===== src/logic/issue_pkg.sv =====
`default_nettype none

package issue_pkg;

    ////////////////////////////////////////////////////////////////////////////
    // issue buffer geometry
    ////////////////////////////////////////////////////////////////////////////

    localparam int unsigned IB_DEPTH      = 16;
    localparam int unsigned IB_PTR_W      = 4;     // log2 of depth
    localparam int unsigned IB_CNT_W      = 5;     // holds 0..IB_DEPTH
    localparam int unsigned IB_FULL_LEVEL = 10;    // six entries of slack

    ////////////////////////////////////////////////////////////////////////////
    // opcode field, bits 31:26 in every form
    ////////////////////////////////////////////////////////////////////////////

    localparam logic [5:0] OP_ALU_R  = 6'h01;   // rd = rj op rk
    localparam logic [5:0] OP_ALU_I  = 6'h02;   // rd = rj op imm
    localparam logic [5:0] OP_LOAD   = 6'h0a;   // rd = mem[rj + imm]
    localparam logic [5:0] OP_STORE  = 6'h0b;   // mem[rj + imm] = rd
    localparam logic [5:0] OP_BRANCH = 6'h16;   // compare rj with rd

    // one raw word, two decodings
    //   register form : opcode | funct | rk | rj | rd
    //   immediate form: opcode | imm16      | rj | rd
    typedef union packed {
        struct packed {
            logic [5:0]  opcode;
            logic [10:0] funct;
            logic [4:0]  rk;
            logic [4:0]  rj;
            logic [4:0]  rd;
        } r;
        struct packed {
            logic [5:0]  opcode;
            logic [15:0] imm16;
            logic [4:0]  rj;
            logic [4:0]  rd;
        } i;
    } inst_word_u;

endpackage

`default_nettype wire


===== src/logic/slot_if.sv =====
`timescale 1ns/10ps
`default_nettype none

// one decoded instruction slot
interface slot_if;

    logic        valid;
    logic [31:0] pc;
    logic [4:0]  src1;        // first read address
    logic [4:0]  src2;        // second read address, 0 when unused
    logic [4:0]  dst;
    logic        writes_dst;
    logic        is_mem;      // load or store
    logic [31:0] imm;
    logic        illegal;

    modport producer (
        output valid, pc, src1, src2, dst,
        output writes_dst, is_mem, imm, illegal
    );

    modport consumer (
        input  valid, pc, src1, src2, dst,
        input  writes_dst, is_mem, imm, illegal
    );

endinterface

`default_nettype wire


===== src/logic/inst_decoder.sv =====
`timescale 1ns/10ps
`default_nettype none

module inst_decoder
    import issue_pkg::*;
(
    input  wire logic [31:0] i_inst,
    input  wire logic [31:0] i_pc,
    input  wire logic        i_valid,
    slot_if.producer         o_slot
);

    inst_word_u  word;
    logic [31:0] imm_sext;

    assign word     = i_inst;
    assign imm_sext = {{16{word.i.imm16[15]}}, word.i.imm16};

    assign o_slot.valid = i_valid;
    assign o_slot.pc    = i_pc;

    ////////////////////////////////////////////////////////////////////////////
    // field select by opcode
    ////////////////////////////////////////////////////////////////////////////

    always_comb begin
        // unused read ports stay at r0 so pair hazard compares stay simple
        o_slot.src1       = 5'd0;
        o_slot.src2       = 5'd0;
        o_slot.dst        = 5'd0;
        o_slot.writes_dst = 1'b0;
        o_slot.is_mem     = 1'b0;
        o_slot.imm        = 32'd0;
        o_slot.illegal    = 1'b0;

        case (word.r.opcode)
            OP_ALU_R: begin
                o_slot.src1       = word.r.rj;
                o_slot.src2       = word.r.rk;
                o_slot.dst        = word.r.rd;
                o_slot.writes_dst = 1'b1;
            end
            OP_ALU_I: begin
                o_slot.src1       = word.i.rj;
                o_slot.dst        = word.i.rd;
                o_slot.writes_dst = 1'b1;
                o_slot.imm        = imm_sext;
            end
            OP_LOAD: begin
                o_slot.src1       = word.i.rj;   // base
                o_slot.dst        = word.i.rd;
                o_slot.writes_dst = 1'b1;
                o_slot.is_mem     = 1'b1;
                o_slot.imm        = imm_sext;    // offset
            end
            OP_STORE: begin
                o_slot.src1   = word.i.rj;       // base
                o_slot.src2   = word.i.rd;       // store data
                o_slot.is_mem = 1'b1;
                o_slot.imm    = imm_sext;
            end
            OP_BRANCH: begin
                o_slot.src1 = word.i.rj;
                o_slot.src2 = word.i.rd;         // compared against rj
                o_slot.imm  = imm_sext;          // branch offset
            end
            default: begin
                o_slot.illegal = 1'b1;
            end
        endcase
    end

endmodule

`default_nettype wire


===== src/logic/issue_buffer.sv =====
`timescale 1ns/10ps
`default_nettype none

module issue_buffer
    import issue_pkg::*;
(
    input  wire logic       clk,
    input  wire logic       rstn,

    slot_if.consumer        i_in_a,
    slot_if.consumer        i_in_b,

    input  wire logic       i_flush,
    input  wire logic [1:0] i_issue_num,

    slot_if.producer        o_head_a,
    slot_if.producer        o_head_b,
    output      logic [1:0] o_head_valid,
    output      logic       o_full
);

    ////////////////////////////////////////////////////////////////////////////
    // entry storage, one array per slot field
    ////////////////////////////////////////////////////////////////////////////

    logic [31:0] pc_q      [IB_DEPTH];
    logic [4:0]  src1_q    [IB_DEPTH];
    logic [4:0]  src2_q    [IB_DEPTH];
    logic [4:0]  dst_q     [IB_DEPTH];
    logic        wr_dst_q  [IB_DEPTH];
    logic        is_mem_q  [IB_DEPTH];
    logic [31:0] imm_q     [IB_DEPTH];
    logic        illegal_q [IB_DEPTH];

    logic [IB_PTR_W-1:0] head_ptr;      // next free entry
    logic [IB_PTR_W-1:0] tail_ptr;      // oldest entry
    logic [IB_PTR_W-1:0] head_ptr_p1;
    logic [IB_PTR_W-1:0] tail_ptr_p1;
    logic [IB_CNT_W-1:0] occ;
    logic [IB_CNT_W-1:0] occ_next;
    logic [1:0]          num_wr;
    logic [1:0]          head_valid_d;

    // slot b only goes in behind a valid slot a
    assign num_wr = i_in_a.valid ? (i_in_b.valid ? 2'd2 : 2'd1) : 2'd0;

    assign head_ptr_p1 = head_ptr + 1'b1;   // wraps at IB_DEPTH
    assign tail_ptr_p1 = tail_ptr + 1'b1;

    assign occ_next = occ - IB_CNT_W'(i_issue_num) + IB_CNT_W'(num_wr);

    always_ff @(posedge clk) begin
        if (i_in_a.valid) begin
            pc_q[head_ptr]      <= i_in_a.pc;
            src1_q[head_ptr]    <= i_in_a.src1;
            src2_q[head_ptr]    <= i_in_a.src2;
            dst_q[head_ptr]     <= i_in_a.dst;
            wr_dst_q[head_ptr]  <= i_in_a.writes_dst;
            is_mem_q[head_ptr]  <= i_in_a.is_mem;
            imm_q[head_ptr]     <= i_in_a.imm;
            illegal_q[head_ptr] <= i_in_a.illegal;
        end
        if (i_in_a.valid && i_in_b.valid) begin
            pc_q[head_ptr_p1]      <= i_in_b.pc;
            src1_q[head_ptr_p1]    <= i_in_b.src1;
            src2_q[head_ptr_p1]    <= i_in_b.src2;
            dst_q[head_ptr_p1]     <= i_in_b.dst;
            wr_dst_q[head_ptr_p1]  <= i_in_b.writes_dst;
            is_mem_q[head_ptr_p1]  <= i_in_b.is_mem;
            imm_q[head_ptr_p1]     <= i_in_b.imm;
            illegal_q[head_ptr_p1] <= i_in_b.illegal;
        end
    end

    ////////////////////////////////////////////////////////////////////////////
    // pointers, occupancy and status
    ////////////////////////////////////////////////////////////////////////////

    always_comb begin
        case (occ_next)
            IB_CNT_W'(0): head_valid_d = 2'b00;
            IB_CNT_W'(1): head_valid_d = 2'b10;  // oldest only
            default:      head_valid_d = 2'b11;
        endcase
    end

    always_ff @(posedge clk or negedge rstn) begin
        if (!rstn) begin
            head_ptr     <= '0;
            tail_ptr     <= '0;
            occ          <= '0;
            o_head_valid <= 2'b00;
            o_full       <= 1'b0;
        end else if (i_flush) begin
            head_ptr     <= '0;              // this cycle's writes are dropped
            tail_ptr     <= '0;
            occ          <= '0;
            o_head_valid <= 2'b00;
            o_full       <= 1'b0;
        end else begin
            head_ptr     <= head_ptr + IB_PTR_W'(num_wr);
            tail_ptr     <= tail_ptr + IB_PTR_W'(i_issue_num);
            occ          <= occ_next;
            o_head_valid <= head_valid_d;
            o_full       <= (occ_next >= IB_CNT_W'(IB_FULL_LEVEL));
        end
    end

    // two oldest entries, qualified by o_head_valid
    assign o_head_a.valid      = o_head_valid[1];
    assign o_head_a.pc         = pc_q[tail_ptr];
    assign o_head_a.src1       = src1_q[tail_ptr];
    assign o_head_a.src2       = src2_q[tail_ptr];
    assign o_head_a.dst        = dst_q[tail_ptr];
    assign o_head_a.writes_dst = wr_dst_q[tail_ptr];
    assign o_head_a.is_mem     = is_mem_q[tail_ptr];
    assign o_head_a.imm        = imm_q[tail_ptr];
    assign o_head_a.illegal    = illegal_q[tail_ptr];

    assign o_head_b.valid      = o_head_valid[0];
    assign o_head_b.pc         = pc_q[tail_ptr_p1];
    assign o_head_b.src1       = src1_q[tail_ptr_p1];
    assign o_head_b.src2       = src2_q[tail_ptr_p1];
    assign o_head_b.dst        = dst_q[tail_ptr_p1];
    assign o_head_b.writes_dst = wr_dst_q[tail_ptr_p1];
    assign o_head_b.is_mem     = is_mem_q[tail_ptr_p1];
    assign o_head_b.imm        = imm_q[tail_ptr_p1];
    assign o_head_b.illegal    = illegal_q[tail_ptr_p1];

endmodule

`default_nettype wire


===== src/logic/issue_select.sv =====
`timescale 1ns/10ps
`default_nettype none

module issue_select (
    slot_if.consumer          i_head_a,
    slot_if.consumer          i_head_b,
    input  wire logic [1:0]   i_head_valid,
    input  wire logic         i_stall,

    output      logic [1:0]   o_issue_num,
    output      logic [1:0]   o_issue_valid,
    output      logic [4:0]   o_raddr_a1,
    output      logic [4:0]   o_raddr_a2,
    output      logic [4:0]   o_raddr_b1,
    output      logic [4:0]   o_raddr_b2,
    output      logic [31:0]  o_pc_a,
    output      logic [31:0]  o_pc_b,
    output      logic         o_illegal_a
);

    logic issue_a;
    logic issue_b;
    logic raw_hazard;
    logic mem_pair;

    ////////////////////////////////////////////////////////////////////////////
    // pair checks, only between the two oldest entries
    ////////////////////////////////////////////////////////////////////////////

    // b reads what a writes, r0 never counts
    assign raw_hazard = i_head_a.writes_dst && (i_head_a.dst != 5'd0) &&
                        ((i_head_b.src1 == i_head_a.dst) ||
                         (i_head_b.src2 == i_head_a.dst));

    assign mem_pair = i_head_a.is_mem & i_head_b.is_mem;  // one memory port

    assign issue_a = i_head_valid[1] & ~i_stall;
    assign issue_b = issue_a & i_head_valid[0] & ~raw_hazard & ~mem_pair;

    assign o_issue_valid = {issue_a, issue_b};
    assign o_issue_num   = {issue_b, issue_a & ~issue_b};   // 0, 1 or 2

    // register file read side
    assign o_raddr_a1 = i_head_a.src1;
    assign o_raddr_a2 = i_head_a.src2;
    assign o_raddr_b1 = i_head_b.src1;
    assign o_raddr_b2 = i_head_b.src2;
    assign o_pc_a     = i_head_a.pc;
    assign o_pc_b     = i_head_b.pc;

    assign o_illegal_a = i_head_valid[1] & i_head_a.illegal;

endmodule

`default_nettype wire


===== src/logic/issue_top.sv =====
`timescale 1ns/10ps
`default_nettype none

module issue_top (
    input  wire logic        clk,
    input  wire logic        rstn,

    // fetch side, must hold while o_full is high
    input  wire logic        i_valid_a,
    input  wire logic        i_valid_b,
    input  wire logic [31:0] i_inst_a,
    input  wire logic [31:0] i_inst_b,
    input  wire logic [31:0] i_pc_a,
    input  wire logic [31:0] i_pc_b,

    input  wire logic        i_flush,    // branch redirect pulse
    input  wire logic        i_stall,    // cache or divider busy

    output      logic [1:0]  o_issue_valid,
    output      logic [4:0]  o_raddr_a1,
    output      logic [4:0]  o_raddr_a2,
    output      logic [4:0]  o_raddr_b1,
    output      logic [4:0]  o_raddr_b2,
    output      logic [31:0] o_pc_a,
    output      logic [31:0] o_pc_b,
    output      logic        o_illegal_a,
    output      logic        o_full
);

    logic [1:0] issue_num;
    logic [1:0] head_valid;

    slot_if dec_a_if ();
    slot_if dec_b_if ();
    slot_if head_a_if ();
    slot_if head_b_if ();

    inst_decoder u_dec_a (
        .i_inst  (i_inst_a),
        .i_pc    (i_pc_a),
        .i_valid (i_valid_a),
        .o_slot  (dec_a_if.producer)
    );

    inst_decoder u_dec_b (
        .i_inst  (i_inst_b),
        .i_pc    (i_pc_b),
        .i_valid (i_valid_b),
        .o_slot  (dec_b_if.producer)
    );

    issue_buffer u_issue_buffer (
        .clk          (clk),
        .rstn         (rstn),
        .i_in_a       (dec_a_if.consumer),
        .i_in_b       (dec_b_if.consumer),
        .i_flush      (i_flush),
        .i_issue_num  (issue_num),
        .o_head_a     (head_a_if.producer),
        .o_head_b     (head_b_if.producer),
        .o_head_valid (head_valid),
        .o_full       (o_full)
    );

    // combinational, same cycle as the buffer head
    issue_select u_issue_select (
        .i_head_a      (head_a_if.consumer),
        .i_head_b      (head_b_if.consumer),
        .i_head_valid  (head_valid),
        .i_stall       (i_stall),
        .o_issue_num   (issue_num),
        .o_issue_valid (o_issue_valid),
        .o_raddr_a1    (o_raddr_a1),
        .o_raddr_a2    (o_raddr_a2),
        .o_raddr_b1    (o_raddr_b1),
        .o_raddr_b2    (o_raddr_b2),
        .o_pc_a        (o_pc_a),
        .o_pc_b        (o_pc_b),
        .o_illegal_a   (o_illegal_a)
    );

endmodule

`default_nettype wire


===== config.mk =====
export PLATFORM = sky130hd
export DESIGN_NAME = issue_top
export DESIGN_NICKNAME = d
export VERILOG_FILES = /design/src/logic/issue_pkg.sv /design/src/logic/slot_if.sv /design/src/logic/inst_decoder.sv /design/src/logic/issue_buffer.sv /design/src/logic/issue_select.sv /design/src/logic/issue_top.sv
export SDC_FILE = /design/constraint.sdc
export NUM_CORES = 2
export LEC_CHECK = 0
export BUFFER_PORTS_ARGS = -buffer_cell sky130_fd_sc_hd__buf_2
export CELL_PAD_IN_SITES_DETAIL_PLACEMENT = 1
export CELL_PAD_IN_SITES_GLOBAL_PLACEMENT = 1
export CORE_MARGIN = 3
export CORE_UTILIZATION = 40
export DETAILED_ROUTE_END_ITERATION = 8
export HOLD_SLACK_MARGIN = 0.12
export PLACE_DENSITY_LB_ADDON = 0.1
export SLEW_MARGIN = 20
export SYNTH_ARGS = -nofsm -noshare
export SYNTH_HDL_FRONTEND = slang
export SYNTH_HIERARCHICAL = 1
export SYNTH_SLANG_ARGS = --single-unit

===== constraint.sdc =====
create_clock -name clk -period 11.2 [get_ports clk]
set_clock_uncertainty 0.2 [all_clocks]
set_input_delay 0.56 -clock clk [delete_from_list [all_inputs] [get_ports clk]]
set_output_delay 0.56 -clock clk [all_outputs]
set_load 0.01 [all_outputs]

==> results.py <==
metrics = {
    "yosys": {
        "synth_warnings": 6,
        "synthesis.area_um2": 48500,
        "synth_nets": 3254,
        "synth_cells": 3106,
        "synth_area_per_cell_um2": 15.6,
    },
    "pwr": {
        "power.static_leakage_nw": 17.5,
        "ir_drop_uv": 132,
        "p_per_area_nw_per_um2": 181,
    },
    "sta": {
        "holdWs_ns": 0.205,
        "final-max-slew-violation-count": 0,
        "final.min_clock_period_ns": 7.09,
        "setup_ws_ns": 4.11,
        "grt_setup_unrepaired": "no",
        "fin_tns_setup_ns": 0,
        "slew_headroom": 0.208,
        "setup_viol": 0,
        "fmax_ghz": 0.141,
        "worstMarginPinSlew_ns": 1.18,
        "hold_viol": 0,
        "fin_crit_sh": 0.633,
    },
    "worst_hold_path": {
        "hp-start": "i_pc_a[31]",
        "hold_path_end": "u_issue_buffer/pc_q[10][31]",
        "worstHoldPathCells": 2,
        "hold_class": "in -> reg",
    },
    "grt": {
        "grt_use_total": 0.265,
        "grt_pass1_wl_um": 239000,
        "grt_pass1_vias": 31698,
        "grt_max_degree": 63,
        "grt.overflow.total": 0,
        "antenna_found_initial": 6,
    },
    "clock_tree": {
        "cts-buffers-inserted": 100,
        "clk_latency_ns": 0.68,
        "cts_root_buf": "clkbuf_16",
        "cts.clk_slew.worst_paths_ns": 0.06,
        "cts_setup_buffers": 0,
        "htreeDepth": 3,
        "cts_resized": 0,
        "cts_sinks": 816,
        "cts_hold_buf": 3,
        "cts_tree": "yes",
        "cts_buffer_depth": 3,
    },
    "floorplan": {
        "chipWidth_um": 354,
        "die_area_um2": 126000,
        "fp.dieH_um": 354,
        "rows": 127,
        "io_pins": 222,
        "start_util": 0.404,
        "core_um2": 120000,
    },
    "setup_path": {
        "crit_slowest_cell": "dfrtp_4",
        "crit_chain": "clkinv_2 > xnor2_2 > buf_4 > buf_4 > mux4_2 > xnor2_1 > nand3_1 > o22ai_1 > a21oi_1 > buf_4 > fa_1 > inv_1 > fa_1 > a21o_1 > a21oi_1 > xnor2_1 > a31oi_1",
        "reg2reg_depth": 17,
        "ff2ff_setup_slack_ns": 4.11,
        "r2r_start": "u_issue_buffer/tail_ptr[3]",
        "worstSetupPathType": "reg -> reg",
        "crit_path_end_kind": "register",
        "path_max_fanout": 27,
        "crit_path_max_incr_delay_ns": 0.84,
        "critPathLaunchType": "register",
        "worstPathArrival_ns": 7.42,
        "crit_top_cell": "buf_4",
        "r2r-end": "u_issue_buffer/o_head_valid[1]",
        "cp.required_ns": 11.53,
    },
    "drt": {
        "wire_per_inst_um": 35.9,
        "via_count": 29570,
        "detail-route-antenna-nets": 0,
        "viasPerCell": 6.33,
        "dr.pass1.iters": 5,
        "drc": 0,
        "drt_iter0_drc": 2449,
        "drt_wl_total_um": 168000,
    },
    "layout": {
        "fill_cells": 11638,
        "multi_input_area_um2": 21700,
        "final_cell_mix": "800 x edfxtp_1, 752 x mux2_2, 315 x mux4_2, 200 x mux2i_1, 199 x buf_2",
        "layout-drive-gt1-share": 0.524,
        "fin_util": 0.442,
        "fin_nets": 3128,
        "register_area_um2": 24400,
        "area_delta_synth_final_pct": 9.38,
        "layout_commonest_cell": "edfxtp_1",
    },
    "outcome": {
        "outcome": "finished, final reports clean",
    },
    "placement": {
        "routabilityCongestion": 0.766,
        "hpwl_um": 92000,
        "portBuffers": 199,
        "place_ws_ns": 4.12,
    },
    "job": {
        "maxCapViolations": 0,
    },
}
state kept, by name, indices dropped and copies added (netlist names):
name                         count
u_issue_buffer/wr_dst_q         16
u_issue_buffer/occ               5
u_issue_buffer/o_full            1
u_issue_buffer/tail_ptr          4
u_issue_buffer/dst_q            80
u_issue_buffer/pc_q            512
u_issue_buffer/o_head_valid      2
u_issue_buffer/src2_q           80
u_issue_buffer/head_ptr          4
u_issue_buffer/src1_q           80
u_issue_buffer/illegal_q        16
u_issue_buffer/is_mem_q         16
report_power, final:
part           switching, mW  total, mW  internal (mW)
registers             0.0550       3.49           3.43
logic                   1.56       2.98           1.41
clock network           1.32       3.16           1.84
per-layer routing:
| metal | vias up | track usage | share of wire |
|---|---|---|---|
| li1 | 12074 | - | - |
| met1 | 16136 | 0.348 | 0.42 |
| met2 | 1068 | 0.460 | 0.50 |
| met3 | 292 | 0.0324 | 0.050 |
| met4 | 0 | 0.0783 | 0.031 |
| met5 | - | 0 | 0 |
worst max path at each step:
stage	startpoint	end	slack (ns)	depth (start not counted)
finish	u_issue_buffer/tail_ptr[3]	u_issue_buffer/o_head_valid[1]	4.11	17
detailed placement	u_issue_buffer/tail_ptr[3]	u_issue_buffer/o_head_valid[0]	4.12	17
global route	u_issue_buffer/tail_ptr[0]	u_issue_buffer/o_head_valid[0]	3.92	18
CTS	u_issue_buffer/tail_ptr[3]	u_issue_buffer/o_head_valid[0]	4.11	17
floorplan	u_issue_buffer/tail_ptr[1]	u_issue_buffer/o_head_valid[0]	6.22	18
global placement	u_issue_buffer/tail_ptr[3]	u_issue_buffer/o_head_valid[0]	4.19	17
metrics by stage:
stage	power [mW]	instances	instance area [um^2]
after floorplan	5.91	3106	48500
after global placement	6.52	4485	49800
after detailed placement	6.56	4486	49900
after CTS	9.75	4670	53000
after global routing	10.0	4674	53100
final	9.63	4675	53100
worst max-delay path: cells and delay by family (launching register included):
family | cells | cell delay, ns
xor+xnor | 3 | 0.86
flops | 1 | 0.84
fa+ha+maj | 2 | 0.95
mux | 1 | 0.46
simple gates | 1 | 0.12
compound gates | 5 | 1.11
buf+inv | 5 | 2.29
final cells by class:
cell class                 instances  area share
timing repair buffer             291      0.0325
sequential                       816       0.460
antenna                            4    0.000189
multi-input combinational       1757       0.409
clock buffer                     127      0.0504
inverter                          14     0.00101
clock inverter                    54     0.00858
tap                             1612      0.0380
No activity file was read; power rests on OpenSTA's default activity.
